## config.mk

```make
export PLATFORM = sky130hd
export DESIGN_NAME = trdb_top
export DESIGN_NICKNAME = d
export VERILOG_FILES = /design/src/trdb_pkg.sv /design/src/trdb_inst_stage.sv /design/src/trdb_itype_detector.sv /design/src/trdb_branch_map.sv /design/src/trdb_packet_emitter.sv /design/src/trdb_top.sv
export VERILOG_INCLUDE_DIRS = /design/src
export SDC_FILE = /design/constraint.sdc
export NUM_CORES = 1
export LEC_CHECK = 0
export BUFFER_PORTS_ARGS = -buffer_cell sky130_fd_sc_hd__buf_2
export CAP_MARGIN = 20
export CORE_MARGIN = 1.5
export CORE_UTILIZATION = 49
export CTS_CLUSTER_DIAMETER = 60
export CTS_CLUSTER_SIZE = 24
export DETAILED_ROUTE_END_ITERATION = 8
export PLACE_DENSITY = 0.74
export SLEW_MARGIN = 20
export SYNTH_ARGS = -nofsm -noshare
export SYNTH_HDL_FRONTEND = slang
export SYNTH_HIERARCHICAL = 1
export SYNTH_SLANG_ARGS = --single-unit
```

## constraint.sdc

```tcl
create_clock -name clk_i -period 6.2 [get_ports clk_i]
set_clock_uncertainty 0.15 [all_clocks]
set_input_delay 0.31 -clock clk_i [delete_from_list [all_inputs] [get_ports clk_i]]
set_output_delay 0.31 -clock clk_i [all_outputs]
set_load 0.03 [all_outputs]
```

## src/trdb_cfg.svh

```systemverilog
// ~~~~~~~~~~~~~~~~~~~~~~~~~~~~~~~~~~~~~~~~~~~~~~~~~~~~~~~~~~~~~~~~~~~~~~~~~~~~
// sizing of the trace encoder datapath and branch map
// include in any file that sizes ports or registers from these values
// ~~~~~~~~~~~~~~~~~~~~~~~~~~~~~~~~~~~~~~~~~~~~~~~~~~~~~~~~~~~~~~~~~~~~~~~~~~~~

`ifndef TRDB_CFG_SVH
`define TRDB_CFG_SVH

// instruction word and address width
`define TRDB_XLEN 32

// outcome bits held before a full-map packet
`define TRDB_BMAP_LEN 16

// branch count field, must hold TRDB_BMAP_LEN itself
`define TRDB_CNT_W 5

`endif

```

## src/trdb_pkg.sv

```systemverilog
// ~~~~~~~~~~~~~~~~~~~~~~~~~~~~~~~~~~~~~~~~~~~~~~~~~~~~~~~~~~~~~~~~~~~~~~~~~~~~
// opcode decode constants and shared enums of the trace encoder
// import inside module bodies, use scoped names in port lists
// ~~~~~~~~~~~~~~~~~~~~~~~~~~~~~~~~~~~~~~~~~~~~~~~~~~~~~~~~~~~~~~~~~~~~~~~~~~~~

`include "trdb_cfg.svh"

package trdb_pkg;

    // conditional branches, rv32i
    localparam logic [`TRDB_XLEN-1:0] MASK_BEQ        = 32'h0000_707f;
    localparam logic [`TRDB_XLEN-1:0] MATCH_BEQ       = 32'h0000_0063;
    localparam logic [`TRDB_XLEN-1:0] MASK_BNE        = 32'h0000_707f;
    localparam logic [`TRDB_XLEN-1:0] MATCH_BNE       = 32'h0000_1063;
    localparam logic [`TRDB_XLEN-1:0] MASK_BLT        = 32'h0000_707f;
    localparam logic [`TRDB_XLEN-1:0] MATCH_BLT       = 32'h0000_4063;
    localparam logic [`TRDB_XLEN-1:0] MASK_BGE        = 32'h0000_707f;
    localparam logic [`TRDB_XLEN-1:0] MATCH_BGE       = 32'h0000_5063;
    localparam logic [`TRDB_XLEN-1:0] MASK_BLTU       = 32'h0000_707f;
    localparam logic [`TRDB_XLEN-1:0] MATCH_BLTU      = 32'h0000_6063;
    localparam logic [`TRDB_XLEN-1:0] MASK_BGEU       = 32'h0000_707f;
    localparam logic [`TRDB_XLEN-1:0] MATCH_BGEU      = 32'h0000_7063;

    // custom compare-with-immediate branches, funct3 slots 2 and 3
    localparam logic [`TRDB_XLEN-1:0] MASK_P_BEQIMM   = 32'h0000_707f;
    localparam logic [`TRDB_XLEN-1:0] MATCH_P_BEQIMM  = 32'h0000_2063;
    localparam logic [`TRDB_XLEN-1:0] MASK_P_BNEIMM   = 32'h0000_707f;
    localparam logic [`TRDB_XLEN-1:0] MATCH_P_BNEIMM  = 32'h0000_3063;

    // compressed branches, low halfword only
    localparam logic [`TRDB_XLEN-1:0] MASK_C_BEQZ     = 32'h0000_e003;
    localparam logic [`TRDB_XLEN-1:0] MATCH_C_BEQZ    = 32'h0000_c001;
    localparam logic [`TRDB_XLEN-1:0] MASK_C_BNEZ     = 32'h0000_e003;
    localparam logic [`TRDB_XLEN-1:0] MATCH_C_BNEZ    = 32'h0000_e001;

    // register-indirect jump
    localparam logic [`TRDB_XLEN-1:0] MASK_JALR       = 32'h0000_707f;
    localparam logic [`TRDB_XLEN-1:0] MATCH_JALR      = 32'h0000_0067;

    // packet formats, encodings follow the trace spec numbering
    typedef enum logic [1:0] {
        FMT_BRANCH_FULL = 2'b01,
        FMT_ADDR        = 2'b10,
        FMT_START       = 2'b11
    } pkt_format_e;

    // fill level of the tc/nc pair
    typedef enum logic [1:0] {
        ST_EMPTY = 2'b00,
        ST_ONE   = 2'b01,
        ST_PAIR  = 2'b10
    } stage_state_e;

endpackage

```

## src/trdb_inst_stage.sv

```systemverilog
// ~~~~~~~~~~~~~~~~~~~~~~~~~~~~~~~~~~~~~~~~~~~~~~~~~~~~~~~~~~~~~~~~~~~~~~~~~~~~
// staging of retired instructions into the tc/nc pair
// flags each new pair, or the very first instruction, with a one-cycle pulse
// ~~~~~~~~~~~~~~~~~~~~~~~~~~~~~~~~~~~~~~~~~~~~~~~~~~~~~~~~~~~~~~~~~~~~~~~~~~~~

`timescale 1ns/1ps
`include "trdb_cfg.svh"

module trdb_inst_stage (
    input  logic                  clk_i,
    input  logic                  rst_ni,
    input  logic                  inst_valid_i,
    input  logic [`TRDB_XLEN-1:0] inst_iaddr_i,
    input  logic [`TRDB_XLEN-1:0] inst_data_i,
    input  logic                  inst_compressed_i,
    input  logic                  inst_exception_i,
    output logic [`TRDB_XLEN-1:0] tc_iaddr_o,
    output logic                  tc_compressed_o,
    output logic [`TRDB_XLEN-1:0] nc_iaddr_o,
    output logic [`TRDB_XLEN-1:0] nc_data_o,
    output logic                  nc_exception_o,
    output logic                  pair_new_o,
    output logic                  first_new_o
);
    import trdb_pkg::*;

    stage_state_e state_q;
    stage_state_e state_d;
    logic         nc_compressed_q;

    // fill level only ever climbs until the next reset
    always_comb begin
        state_d = state_q;
        if (inst_valid_i) begin
            case (state_q)
                ST_EMPTY: state_d = ST_ONE;
                default:  state_d = ST_PAIR;
            endcase
        end
    end

    always_ff @(posedge clk_i or negedge rst_ni) begin
        if (!rst_ni) begin
            state_q     <= ST_EMPTY;
            first_new_o <= 1'b0;
            pair_new_o  <= 1'b0;
        end else begin
            state_q     <= state_d;
            // a repeated address is still a new instruction
            first_new_o <= inst_valid_i && (state_q == ST_EMPTY);
            pair_new_o  <= inst_valid_i && (state_q != ST_EMPTY);
        end
    end

    // old nc becomes tc, new retirement lands in nc
    always_ff @(posedge clk_i) begin
        if (inst_valid_i) begin
            tc_iaddr_o      <= nc_iaddr_o;
            tc_compressed_o <= nc_compressed_q;
            nc_iaddr_o      <= inst_iaddr_i;
            nc_data_o       <= inst_data_i;
            nc_compressed_q <= inst_compressed_i;
            nc_exception_o  <= inst_exception_i;
        end
    end

    // core retires at most every other cycle
    a_strobe_gap: assert property (@(posedge clk_i) disable iff (!rst_ni)
        inst_valid_i |=> !inst_valid_i);

endmodule

```

## src/trdb_itype_detector.sv

```systemverilog
// ~~~~~~~~~~~~~~~~~~~~~~~~~~~~~~~~~~~~~~~~~~~~~~~~~~~~~~~~~~~~~~~~~~~~~~~~~~~~
// instruction type detection on the tc/nc pair
// flags a conditional branch in tc, its outcome, and a discontinuity in nc
// ~~~~~~~~~~~~~~~~~~~~~~~~~~~~~~~~~~~~~~~~~~~~~~~~~~~~~~~~~~~~~~~~~~~~~~~~~~~~

`timescale 1ns/1ps
`include "trdb_cfg.svh"

module trdb_itype_detector (
    input  logic                  clk_i,
    input  logic                  rst_ni,
    input  logic                  inst_valid_i,
    input  logic [`TRDB_XLEN-1:0] nc_data_i,
    input  logic                  pair_new_i,
    input  logic [`TRDB_XLEN-1:0] tc_iaddr_i,
    input  logic                  tc_compressed_i,
    input  logic [`TRDB_XLEN-1:0] nc_iaddr_i,
    input  logic                  nc_exception_i,
    output logic                  tc_branch_o,
    output logic                  tc_branch_taken_o,
    output logic                  nc_updiscon_o
);
    import trdb_pkg::*;

    logic                  nc_is_branch;
    logic                  nc_is_jalr;
    logic [`TRDB_XLEN-1:0] tc_fall_addr;

    // any conditional branch, full size, custom or compressed
    assign nc_is_branch = ((nc_data_i & MASK_BEQ)      == MATCH_BEQ)      ||
                          ((nc_data_i & MASK_BNE)      == MATCH_BNE)      ||
                          ((nc_data_i & MASK_BLT)      == MATCH_BLT)      ||
                          ((nc_data_i & MASK_BGE)      == MATCH_BGE)      ||
                          ((nc_data_i & MASK_BLTU)     == MATCH_BLTU)     ||
                          ((nc_data_i & MASK_BGEU)     == MATCH_BGEU)     ||
                          ((nc_data_i & MASK_P_BEQIMM) == MATCH_P_BEQIMM) ||
                          ((nc_data_i & MASK_P_BNEIMM) == MATCH_P_BNEIMM) ||
                          ((nc_data_i & MASK_C_BEQZ)   == MATCH_C_BEQZ)   ||
                          ((nc_data_i & MASK_C_BNEZ)   == MATCH_C_BNEZ);

    // compressed jumps arrive already expanded
    assign nc_is_jalr = (nc_data_i & MASK_JALR) == MATCH_JALR;

    // sampled as nc shifts into tc, so it follows the new tc
    always_ff @(posedge clk_i or negedge rst_ni) begin
        if (!rst_ni) begin
            tc_branch_o <= 1'b0;
        end else if (inst_valid_i) begin
            tc_branch_o <= nc_is_branch;
        end
    end

    // fall-through of tc
    assign tc_fall_addr = tc_iaddr_i + (tc_compressed_i ? `TRDB_XLEN'd2 : `TRDB_XLEN'd4);

    // taken when nc is not the fall-through
    assign tc_branch_taken_o = pair_new_i && tc_branch_o && (nc_iaddr_i != tc_fall_addr);
    assign nc_updiscon_o     = pair_new_i && (nc_is_jalr || nc_exception_i);

    // taken needs a branch decoded on the strobe that formed this pair
    a_taken_on_branch: assert property (@(posedge clk_i) disable iff (!rst_ni)
        tc_branch_taken_o |-> $past(inst_valid_i && nc_is_branch));

endmodule

```

## src/trdb_branch_map.sv

```systemverilog
// ~~~~~~~~~~~~~~~~~~~~~~~~~~~~~~~~~~~~~~~~~~~~~~~~~~~~~~~~~~~~~~~~~~~~~~~~~~~~
// branch map, packs one outcome bit per conditional branch
// cleared by the emitter's flush once the bits have gone out in a packet
// ~~~~~~~~~~~~~~~~~~~~~~~~~~~~~~~~~~~~~~~~~~~~~~~~~~~~~~~~~~~~~~~~~~~~~~~~~~~~

`timescale 1ns/1ps
`include "trdb_cfg.svh"

module trdb_branch_map (
    input  logic                      clk_i,
    input  logic                      rst_ni,
    input  logic                      pair_new_i,
    input  logic                      tc_branch_i,
    input  logic                      tc_branch_taken_i,
    input  logic                      flush_i,
    output logic [`TRDB_CNT_W-1:0]    bmap_count_o,
    output logic [`TRDB_BMAP_LEN-1:0] bmap_bits_o,
    output logic                      bmap_full_o
);

    localparam int IDX_W = $clog2(`TRDB_BMAP_LEN);
    localparam logic [`TRDB_CNT_W-1:0] FULL_CNT = `TRDB_CNT_W'(`TRDB_BMAP_LEN);

    logic record;
    logic outcome_bit;

    // one outcome per new pair whose tc is a branch
    assign record      = pair_new_i && tc_branch_i;
    // spec polarity, 1 is not taken
    assign outcome_bit = !tc_branch_taken_i;

    always_ff @(posedge clk_i or negedge rst_ni) begin
        if (!rst_ni) begin
            bmap_count_o <= '0;
            bmap_bits_o  <= '0;
        end else if (flush_i) begin
            // fresh map, a coincident outcome opens it at bit 0
            bmap_count_o <= {{(`TRDB_CNT_W-1){1'b0}}, record};
            bmap_bits_o  <= {{(`TRDB_BMAP_LEN-1){1'b0}}, record && outcome_bit};
        end else if (record) begin
            bmap_bits_o[bmap_count_o[IDX_W-1:0]] <= outcome_bit;
            bmap_count_o <= bmap_count_o + 1'b1;
        end
    end

    assign bmap_full_o = (bmap_count_o == FULL_CNT);

    // emitter must drain the map before it overflows
    a_count_bound: assert property (@(posedge clk_i) disable iff (!rst_ni)
        bmap_count_o <= FULL_CNT);

endmodule

```

## src/trdb_packet_emitter.sv

```systemverilog
// ~~~~~~~~~~~~~~~~~~~~~~~~~~~~~~~~~~~~~~~~~~~~~~~~~~~~~~~~~~~~~~~~~~~~~~~~~~~~
// packet decision and output register of the trace encoder
// one packet per start, full map or uninferable discontinuity
// ~~~~~~~~~~~~~~~~~~~~~~~~~~~~~~~~~~~~~~~~~~~~~~~~~~~~~~~~~~~~~~~~~~~~~~~~~~~~

`timescale 1ns/1ps
`include "trdb_cfg.svh"

module trdb_packet_emitter (
    input  logic                      clk_i,
    input  logic                      rst_ni,
    input  logic                      first_new_i,
    input  logic                      pair_new_i,
    input  logic                      nc_updiscon_i,
    input  logic                      tc_branch_i,
    input  logic                      tc_branch_taken_i,
    input  logic [`TRDB_CNT_W-1:0]    bmap_count_i,
    input  logic [`TRDB_BMAP_LEN-1:0] bmap_bits_i,
    input  logic [`TRDB_XLEN-1:0]     nc_iaddr_i,
    output logic                      flush_o,
    output logic                      packet_valid_o,
    output trdb_pkg::pkt_format_e     packet_format_o,
    output logic [`TRDB_CNT_W-1:0]    packet_count_o,
    output logic [`TRDB_BMAP_LEN-1:0] packet_map_o,
    output logic [`TRDB_XLEN-1:0]     packet_addr_o
);
    import trdb_pkg::*;

    localparam int IDX_W = $clog2(`TRDB_BMAP_LEN);
    localparam logic [`TRDB_CNT_W-1:0] FULL_CNT = `TRDB_CNT_W'(`TRDB_BMAP_LEN);

    logic                      emit_d;
    pkt_format_e               fmt_d;
    logic [`TRDB_CNT_W-1:0]    eff_count;
    logic [`TRDB_BMAP_LEN-1:0] eff_map;

    // map as it will be once this pair's outcome is in
    always_comb begin
        eff_count = bmap_count_i;
        eff_map   = bmap_bits_i;
        if (pair_new_i && tc_branch_i) begin
            eff_map[bmap_count_i[IDX_W-1:0]] = !tc_branch_taken_i;
            eff_count = bmap_count_i + 1'b1;
        end
    end

    // discontinuity wins over a full map
    always_comb begin
        emit_d = 1'b1;
        fmt_d  = FMT_START;
        if (first_new_i) begin
            fmt_d = FMT_START;
        end else if (pair_new_i && nc_updiscon_i) begin
            fmt_d = FMT_ADDR;
        end else if (pair_new_i && (eff_count == FULL_CNT)) begin
            fmt_d = FMT_BRANCH_FULL;
        end else begin
            emit_d = 1'b0;
        end
    end

    always_ff @(posedge clk_i or negedge rst_ni) begin
        if (!rst_ni) begin
            packet_valid_o <= 1'b0;
        end else begin
            packet_valid_o <= emit_d;
        end
    end

    // start packet carries an empty map
    always_ff @(posedge clk_i) begin
        if (emit_d) begin
            packet_format_o <= fmt_d;
            packet_count_o  <= first_new_i ? '0 : eff_count;
            packet_map_o    <= first_new_i ? '0 : eff_map;
            packet_addr_o   <= nc_iaddr_i;
        end
    end

    // map clears after it has taken the outcome the packet reports
    assign flush_o = packet_valid_o;

    a_packet_pulse: assert property (@(posedge clk_i) disable iff (!rst_ni)
        packet_valid_o |=> !packet_valid_o);

endmodule

```

## src/trdb_top.sv

```systemverilog
// ~~~~~~~~~~~~~~~~~~~~~~~~~~~~~~~~~~~~~~~~~~~~~~~~~~~~~~~~~~~~~~~~~~~~~~~~~~~~
// trace encoder top level, fed by the core's retirement port
// ~~~~~~~~~~~~~~~~~~~~~~~~~~~~~~~~~~~~~~~~~~~~~~~~~~~~~~~~~~~~~~~~~~~~~~~~~~~~

`timescale 1ns/1ps
`include "trdb_cfg.svh"

module trdb_top (
    input  logic                      clk_i,
    input  logic                      rst_ni,
    input  logic                      inst_valid_i,
    input  logic [`TRDB_XLEN-1:0]     inst_iaddr_i,
    input  logic [`TRDB_XLEN-1:0]     inst_data_i,
    input  logic                      inst_compressed_i,
    input  logic                      inst_exception_i,
    output logic                      packet_valid_o,
    output trdb_pkg::pkt_format_e     packet_format_o,
    output logic [`TRDB_CNT_W-1:0]    packet_count_o,
    output logic [`TRDB_BMAP_LEN-1:0] packet_map_o,
    output logic [`TRDB_XLEN-1:0]     packet_addr_o
);

    // pair staging
    logic [`TRDB_XLEN-1:0]     tc_iaddr;
    logic                      tc_compressed;
    logic [`TRDB_XLEN-1:0]     nc_iaddr;
    logic [`TRDB_XLEN-1:0]     nc_data;
    logic                      nc_exception;
    logic                      pair_new;
    logic                      first_new;
    // detector results
    logic                      tc_branch;
    logic                      tc_branch_taken;
    logic                      nc_updiscon;
    // branch map state
    logic [`TRDB_CNT_W-1:0]    bmap_count;
    logic [`TRDB_BMAP_LEN-1:0] bmap_bits;
    logic                      bmap_full;
    logic                      flush;

    trdb_inst_stage u_stage (
        .clk_i, .rst_ni, .inst_valid_i, .inst_iaddr_i, .inst_data_i,
        .inst_compressed_i, .inst_exception_i,
        .tc_iaddr_o(tc_iaddr), .tc_compressed_o(tc_compressed),
        .nc_iaddr_o(nc_iaddr), .nc_data_o(nc_data), .nc_exception_o(nc_exception),
        .pair_new_o(pair_new), .first_new_o(first_new)
    );

    trdb_itype_detector u_detector (
        .clk_i, .rst_ni, .inst_valid_i, .nc_data_i(nc_data), .pair_new_i(pair_new),
        .tc_iaddr_i(tc_iaddr), .tc_compressed_i(tc_compressed),
        .nc_iaddr_i(nc_iaddr), .nc_exception_i(nc_exception),
        .tc_branch_o(tc_branch), .tc_branch_taken_o(tc_branch_taken),
        .nc_updiscon_o(nc_updiscon)
    );

    trdb_branch_map u_bmap (
        .clk_i, .rst_ni, .pair_new_i(pair_new), .tc_branch_i(tc_branch),
        .tc_branch_taken_i(tc_branch_taken), .flush_i(flush),
        .bmap_count_o(bmap_count), .bmap_bits_o(bmap_bits), .bmap_full_o(bmap_full)
    );

    trdb_packet_emitter u_emitter (
        .clk_i, .rst_ni, .first_new_i(first_new), .pair_new_i(pair_new),
        .nc_updiscon_i(nc_updiscon), .tc_branch_i(tc_branch),
        .tc_branch_taken_i(tc_branch_taken), .bmap_count_i(bmap_count),
        .bmap_bits_i(bmap_bits), .nc_iaddr_i(nc_iaddr), .flush_o(flush),
        .packet_valid_o, .packet_format_o, .packet_count_o, .packet_map_o, .packet_addr_o
    );

    // a full map is only ever seen alongside the packet that drains it
    a_full_drained: assert property (@(posedge clk_i) disable iff (!rst_ni)
        bmap_full |-> packet_valid_o);

endmodule

```

==> metrics.txt, run 1 <==
port bufs=103; Req. time, crit path=6.29 ns; vias in the first global route=4453; CP Capture Type=flop; Power Dens Cells=303 mW/mm^2; syn_nets=between 500 and 600; Slew Limit Fails=0; H-tree depth=4; Final setup viols=0; FMAX=between 200 and 250 MHz; P_leak=around 3.4 nW; diodes inserted=0; CTS tree=done; fillcell total=1025; CTS clk-pin slew, worst paths=0.06 ns; Worst Path Class, Setup=flop to flop; CP Max Fanout=18; measured slew at the worst slew-check pin=~1.0 ns; Clock Tree Buf Depth=2; Final Hold Fails=0; most common cell after layout, fill and taps aside=edfxtp_1; Avg WL per Cell=16.8 um; Reg2Reg Setup Slack=2.17 ns; status=complete, no violations; CP cell instances=ha_1 > inv_1 > fa_1 > and4b_1 > nand4_2 > nor2_1 > nand4_1 > a21boi_0 > nor4_1 > a31oi_1 > buf_4 > or3_1 > a21oi_1; relative slew slack=30.5%; Critical Path Start Type=flop; WP depth=13; clock sink count=160; first-pass GRT wire length=22300 um; critical path startpoint=u_stage/tc_compressed_o$_DFFE_PP_; post-cts sizing count=0; Detail Route Antenna Nets=0; core footprint=~0.014 sq mm; largest net degree at the start of global routing=84; Fin Setup TNS=0 ns; nets=744; VDD IR-drop max=215 uV; RSZ-0062 raised after global routing=no; fin crit share=64.9%; io pins=around 130; synthesized netlist cell count=508; GRT Total Usage=19.9%; CTS root buffer=clkbuf_16; Final min period=4.03 ns; fraction of layout cells with a size suffix above 1=a little under a quarter; Crit path buffers/inverters=2; routed wire length=between 10000 and 15000 um; Multi-input gate area=0.00224 sq mm; sequential cell area=0.00467 sq mm; Cell Rows=43; Arr. time, crit path=between 4 and 5 ns; YS warnings=6; Cell Area, Synth=~0.0070 sq mm; delay-heaviest family, CP=simple AND/OR/NAND/NOR gates; starting density of the core=approximately half; Skew-Pair Late Insertion Delay=approximately 0.43 ns; worst hold path type=input pin to asynchronous set/reset pin; die area=0.0151 sq mm; iteration-0 DRC count of the detailed router=between 300 and 400; non-filler cells, final=855; Num CTS Buffers=17; FF-to-FF path depth=13; Avg Inst Size Synth=about 14 sq um; Critical-path top delay cell=and4b_1; die height=123 um; Reg2Reg Launch Point=u_stage/tc_compressed_o$_DFFE_PP_; vias per cell=5.39; DIE WIDTH=123 um; placed cell count=between 700 and 800; initial antenna violation count=0; Vias=4607; router iterations before antenna repair=5; Synth-to-Final Area Change=24.0%; MaxCap Viol Count=0; routability cong.=0.849; total gr overflow=0; Total Power=0.00264 W; Crit path largest cell delay=between 0.4 and 0.5 ns; detailed-route DRC error count=0; most frequent cells in the layout=133 x edfxtp_1, 102 x buf_2, 46 x dlygate4sd3_1; post-detail-place hpwl=8930 um
==> through the flow <==
step | util [%] | hold WS (ns) | instance area (sq um) | setup slack [ns]
3_3_place_gp | 55.4 | 0.195 | 7710 | 2.26
3_5_place_dp | 55.4 | 0.208 | 7710 | 2.25
2_1_floorplan | - | -0.136 | 7030 | 0.192
4_1_cts | 62.6 | 0.283 | 8720 | 2.18
6_report | 62.6 | 0.283 | 8720 | 2.17
5_1_grt | 62.6 | 0.300 | 8720 | 1.92
==> path summary, 6_finish.rpt <==
kind / end
setup / recovery: u_emitter/packet_map_o[0]$_SDFFCE_PP0P_
hold / removal: u_bmap/bmap_bits_o[8]$_DFFE_PN0P_
setup reg to reg: u_emitter/packet_map_o[0]$_SDFFCE_PP0P_
hold reg to reg: u_stage/tc_compressed_o$_DFFE_PP_
max in group asynchronous: u_bmap/bmap_bits_o[10]$_DFFE_PN0P_
min in group clk_i: u_stage/tc_compressed_o$_DFFE_PP_
==> final cells by class <==
type / instances / share of cell area (%)
clock buffer: 17 / 4.88
clock inverter: 14 / 1.38
inverter: 12 / 0.517
multi-input combinational: 321 / 25.7
sequential: 160 / 53.6
tap: 180 / 2.58
timing repair buffer: 151 / 11.4
==> metal layers <==
| metal | track usage, % | vias to the layer above | share of wire (%) |
|---|---|---|---|
| met5 | 0 | - | 0 |
| met4 | 10.4 | 0 | 2.5 |
| met3 | 4.60 | 24 | 4.9 |
| met2 | 33.3 | 141 | 51 |
| met1 | 23.9 | 2247 | 42 |
| li1 | - | 2195 | - |
==> report_power, final <==
| part | internal, W | total, W | switching (W) |
|---|---|---|---|
| clock | 0.000547 | 0.000961 | 0.000414 |
| combinational | 0.000126 | 0.000334 | 0.000207 |
| sequential | 0.00127 | 0.00135 | 0.0000763 |
==> registers in the layout, summed over array words and instances (netlist names), 5 cells and up <==
signal	flops
u_emitter/packet_map_o	16
u_bmap/bmap_count_o	5
u_emitter/packet_count_o	5
u_stage/tc_iaddr_o	32
u_bmap/bmap_bits_o	16
u_stage/nc_data_o	11
u_emitter/packet_addr_o	32
u_stage/nc_iaddr_o	32
==> what timing repair did <==
| item | 4_1_cts | 5_1_grt |
|---|---|---|
| endpoints found under the hold margin | 72 | 0 |
| setup buffers | 0 | 0 |
| hold buffers | 46 | 0 |
Note: power is estimated with default switching activity, not from simulation.
==> inputs of run 2 (changes only) <==
ABC_AREA = 1   (was default)
PLACE_DENSITY = 0.7   (was 0.74)
clock period = 3.9 ns   (was 6.2 ns; I/O delays follow)
==> run 2 against run 1 <==
Effect of this change:
- final cell count is 28% higher
- via count is 19% higher
- maximum frequency is 16% higher
- largest power group unchanged
- power is 73% higher
- highest routed layer unchanged
- worst hold slack worse by 0.14 ns
- critical path depth is 4 higher
- flip-flop and latch count stayed put
- first-iteration DRC count is 43% higher
- clock-buffer cell count stayed put
==> metrics.txt, run 2 <==
Avg Inst Size Synth=a little over 10 sq um; Clock Tree Buf Depth=2; YS warnings=6; CTS tree=done; VDD IR-drop max=415 uV; nets=977; MaxCap Viol Count=0; Skew-Pair Late Insertion Delay=0.44 ns; switching power total=0.00142 W; Final Hold Fails=0; total gr overflow=0; GRT Total Usage=21.2%; switching part of the total=just over 30%; port bufs=103; routed wire length=15900 um; die height=126 um; Detail Route Antenna Nets=0; FMAX=289 MHz; Total Power=0.00458 W; Final min period=3.46 ns; largest net degree at the start of global routing=84; Power Dens Cells=498 mW/mm^2; part of the power in combinational logic=16.4%; clock power share=35.7%; Int Power=0.00316 W; clock sink count=160; fin crit share=about nine tenths; Cell Rows=44; Avg WL per Cell=14.5 um; CTS clk-pin slew, worst paths=about 0.07 ns; Reg2Reg Launch Point=u_stage/tc_compressed_o$_DFFE_PP_; relative slew slack=30.0%; fraction of layout cells with a size suffix above 1=18.7%; routability cong.=0.857; router iterations before antenna repair=5; Fin Setup TNS=0 ns; syn_nets=818; Post-CTS Setup Bufs=0; CTS root buffer=clkbuf_16; Worst Path Class, Setup=flop to flop; Final setup viols=0; status=complete, no violations; DIE WIDTH=126 um; Cell Area, Synth=about 0.0075 sq mm; initial antenna violation count=0; P_leak=3.88 nW; Req. time, crit path=3.91 ns; top flop regs=u_emitter/packet_addr_o (32), u_stage/nc_iaddr_o (32), u_stage/tc_iaddr_o (32); Vias=roughly 5500; measured slew at the worst slew-check pin=about 1.1 ns; most frequent cells in the layout=210 x nand2_1, 133 x edfxtp_1, 102 x buf_2; most common cell after layout, fill and taps aside=nand2_1; diodes inserted=0; Slew Limit Fails=0; Arr. time, crit path=3.47 ns; io pins=about 130; detailed-route DRC error count=0; vias per cell=roughly 5; worst hold path type=input pin to asynchronous set/reset pin; Num CTS Buffers=17; starting density of the core=50.8%; iteration-0 DRC count of the detailed router=495; Seq pwr share=between 40% and 50%; CP Max Fanout=16; H-tree depth=4; die area=0.0160 sq mm; first-pass GRT wire length=between 20000 and 30000 um; core footprint=0.0147 sq mm; Synth-to-Final Area Change=23.3%; Critical Path Start Type=flop; vias in the first global route=around 5400; synthesized netlist cell count=737; post-detail-place hpwl=10800 um; CP Capture Type=flop; RSZ-0062 raised after global routing=no; critical path startpoint=u_stage/tc_compressed_o$_DFFE_PP_
## run 2: repair_timing
item	CTS	global route
endpoints found under the setup margin	0	10
endpoints found under the hold margin	72	0
gates resized for setup	0	1
hold buffers	46	0
## run 2: worst paths after layout
path / end / slack (ns) / depth (start not counted)
max: u_emitter/packet_map_o[4]$_SDFFCE_PP0P_ / 0.44 / 17
min: u_bmap/bmap_bits_o[6]$_DFFE_PN0P_ / 0.14 / 2
max reg2reg: u_emitter/packet_map_o[4]$_SDFFCE_PP0P_ / 0.44 / 17
min reg2reg: u_stage/tc_compressed_o$_DFFE_PP_ / 0.27 / 0
max in group asynchronous: u_detector/tc_branch_o$_DFFE_PN0P_ / 3.06 / 2
min in group clk_i: u_stage/tc_compressed_o$_DFFE_PP_ / 0.27 / 0
## run 2: final cells by class
type,count,area (sq um)
Tap cell,184,230
Fill cell,1226,5490
Inverter,79,297
Sequential cell,160,4670
Clock buffer,17,425
Timing Repair Buffer,150,986
Multi-Input combinational cell,488,2430
Clock inverter,15,165
## run 2: through the flow
stage / setup slack [ns] / hold WS [ns] / utilization [%] / instances / area (sq um)
2_1_floorplan: 0.854 / -0.251 / - / 737 / 7470
3_3_place_gp: 0.393 / 0.0892 / 55.5 / 1015 / 8150
3_5_place_dp: 0.353 / 0.0877 / 55.5 / 1015 / 8150
4_1_cts: 0.307 / 0.145 / 62.6 / 1093 / 9210
5_1_grt: 0.0532 / 0.206 / 62.6 / 1093 / 9210
6_report: 0.443 / 0.143 / 62.6 / 1093 / 9210
## run 2: critical path, cell delays in order, from the launching register on
cell	delay, ns
edfxtp_1	0.42
ha_1	0.22
inv_1	0.06
fa_1	0.44
nor2_4	0.26
nand3_2	0.16
inv_2	0.10
nand2_4	0.06
o21ai_0	0.16
nand2_1	0.07
nand2_1	0.06
nor2_1	0.05
nand3_1	0.07
nor2_1	0.06
nor2_1	0.29
inv_2	0.21
nor3_1	0.25
nor3_1	0.08
## run 2: metal layers
| layer | GRT usage, % | share of wire, % | vias to the layer above |
|---|---|---|---|
| li1 | - | - | 2764 |
| met1 | 26.4 | 44 | 2535 |
| met2 | 36.0 | 50 | 134 |
| met3 | 4.72 | 3.9 | 28 |
| met4 | 8.86 | 2.5 | 0 |
| met5 | 0 | 0 | - |
## run 2: power groups by stage
stage | clock (W) | combinational, W | sequential, W
global route | 0.00174 | 0.000835 | 0.00222
global placement | 0 | 0.000701 | 0.00223
detailed placement | 0 | 0.000711 | 0.00223
CTS | 0.00168 | 0.000749 | 0.00219
floorplan | 0 | 0.000418 | 0.00230
finish | 0.00164 | 0.000753 | 0.00219
==> inputs of run 3 (changes only) <==
CORE_MARGIN = 4   (was 1.5)
==> run 3 against run 2 <==
Effect of this change:
- global-route usage fell by 1.7 points
- non-clock buffer count stayed put
- power shrank 0.30%
- via count down 0.16%
- maximum frequency fell by 4.1%
- largest cell class unchanged
- sequential power barely moved
- largest power group unchanged
- critical endpoint is now u_emitter/packet_map_o[12]$_SDFFCE_PP0P_
- die area rose by 8.1%
==> metrics.txt, run 3 (same netlist as run 2, synthesis figures left out) <==
fraction of layout cells with a size suffix above 1=18.6%; vias in the first global route=approximately 5400; Slew Limit Fails=0; Num CTS Buffers=17; relative slew slack=30.2%; CP Capture Type=flop; router iterations before antenna repair=5; post-detail-place hpwl=between 10000 and 15000 um; detailed-route DRC error count=0; port bufs=103; vias per cell=4.99; Req. time, crit path=~4 ns; H-tree depth=4; post-cts sizing count=0; Reg2Reg Setup Slack=0.29 ns; Detail Route Antenna Nets=0; Power Dens Cells=a little under 500 mW/mm^2; top flop regs=u_emitter/packet_addr_o (32), u_stage/nc_iaddr_o (32), u_stage/tc_iaddr_o (32); Critical-path top delay cell=fa_1; worst hold path type=input pin to asynchronous set/reset pin; clock sink count=160; measured slew at the worst slew-check pin=1.05 ns; FF-to-FF path depth=18; CP Max Fanout=16; initial antenna violation count=0; Reg2Reg Launch Point=u_stage/tc_compressed_o$_DFFE_PP_; core footprint=~0.015 sq mm; starting density of the core=50.6%; routability cong.=just under 0.9; first-pass GRT wire length=between 20000 and 30000 um; Vias=5452; total gr overflow=0; Arr. time, crit path=about 3.7 ns; reg2reg end=u_emitter/packet_map_o[12]$_SDFFCE_PP0P_; status=complete, no violations; Crit path largest cell delay=0.44 ns; Final setup viols=0; Multi-input gate area=0.00243 sq mm; P_leak=3.87 nW; most common cell after layout, fill and taps aside=nand2_1; GRT Total Usage=19.6%; CTS tree=done; sequential cell area=approximately 0.0047 sq mm; Final Hold Fails=0; VDD IR-drop max=365 uV; Crit path buffers/inverters=2; fin crit share=just over 90%; Total Power=0.00457 W; FMAX=277 MHz; Fin Setup TNS=0 ns; fillcell total=about 1200; Avg WL per Cell=15.0 um; Clock Tree Buf Depth=2; CP cell instances=ha_1 > inv_1 > fa_1 > nor2_4 > nand2_2 > nor2_2 > nand2_1 > nand2_1 > nand3_1 > nor2_1 > nand2_1 > nor2_2 > nand3_1 > nor2_1 > nor2_1 > inv_1 > nor3_1 > nor3_1; Skew-Pair Late Insertion Delay=0.43 ns; Critical Path Start Type=flop; Synth-to-Final Area Change=23.4%; DIE WIDTH=131 um; delay-heaviest family, CP=simple AND/OR/NAND/NOR gates; routed wire length=roughly 16000 um; iteration-0 DRC count of the detailed router=490; nets=~1000; Cell Rows=44; io pins=125; die height=131 um; Final min period=3.61 ns; diodes inserted=0; most frequent cells in the layout=210 x nand2_1, 133 x edfxtp_1, 102 x buf_2; MaxCap Viol Count=0; RSZ-0062 raised after global routing=no; die area=0.0173 sq mm; CTS root buffer=clkbuf_16; largest net degree at the start of global routing=84; Worst Path Class, Setup=flop to flop; CTS clk-pin slew, worst paths=0.07 ns
## run 3: routing by layer
metal	routed length, um	track usage (%)
met5	0	0
met4	184	5.83
met3	864	4.82
met2	8490	33.7
met1	6840	24.7
## run 3: cell type report
class                      instances  area share, %
inverter                          79           3.22
sequential                       160           50.7
timing repair buffer             150           10.8
clock inverter                    15           1.77
tap                              184           2.50
clock buffer                      17           4.62
multi-input combinational        488           26.4
## run 3: power by group
part / switching [W] / internal, W
Combinational: 0.000512 / 0.000252
Sequential: 0.000138 / 0.00205
Clock: 0.000755 / 0.000857
## run 3: what timing repair did
action,in CTS,in global routing
setup buffers,0,0
hold endpoints to repair,72,0
endpoints found under the setup margin,0,0
hold buffers,46,0
## run 3: how the worst max path moves through the flow
stage                                      start                                       end  slack, ns  cells after the start
2_1_floorplan  u_stage/tc_compressed_o$_DFFE_PP_  u_emitter/packet_map_o[12]$_SDFFCE_PP0P_       0.85                     18
3_3_place_gp   u_stage/tc_compressed_o$_DFFE_PP_  u_emitter/packet_map_o[12]$_SDFFCE_PP0P_       0.47                     18
3_5_place_dp   u_stage/tc_compressed_o$_DFFE_PP_  u_emitter/packet_map_o[12]$_SDFFCE_PP0P_       0.37                     18
4_1_cts        u_stage/tc_compressed_o$_DFFE_PP_  u_emitter/packet_map_o[12]$_SDFFCE_PP0P_       0.32                     18
5_1_grt        u_stage/tc_compressed_o$_DFFE_PP_   u_emitter/packet_map_o[0]$_SDFFCE_PP0P_     0.0005                     17
6_report       u_stage/tc_compressed_o$_DFFE_PP_  u_emitter/packet_map_o[12]$_SDFFCE_PP0P_       0.29                     18
## run 3: metrics by stage
step	hold slack, ns	setup slack [ns]	util [%]	instance area (sq um)	cells
after floorplan	-0.251	0.854	-	7470	737
after global placement	0.0878	0.474	55.4	8170	1015
after detailed placement	0.0807	0.366	55.4	8170	1015
after CTS	0.152	0.322	62.5	9220	1093
after global routing	0.211	0.000458	62.5	9220	1093
final	0.147	0.294	62.5	9220	1093
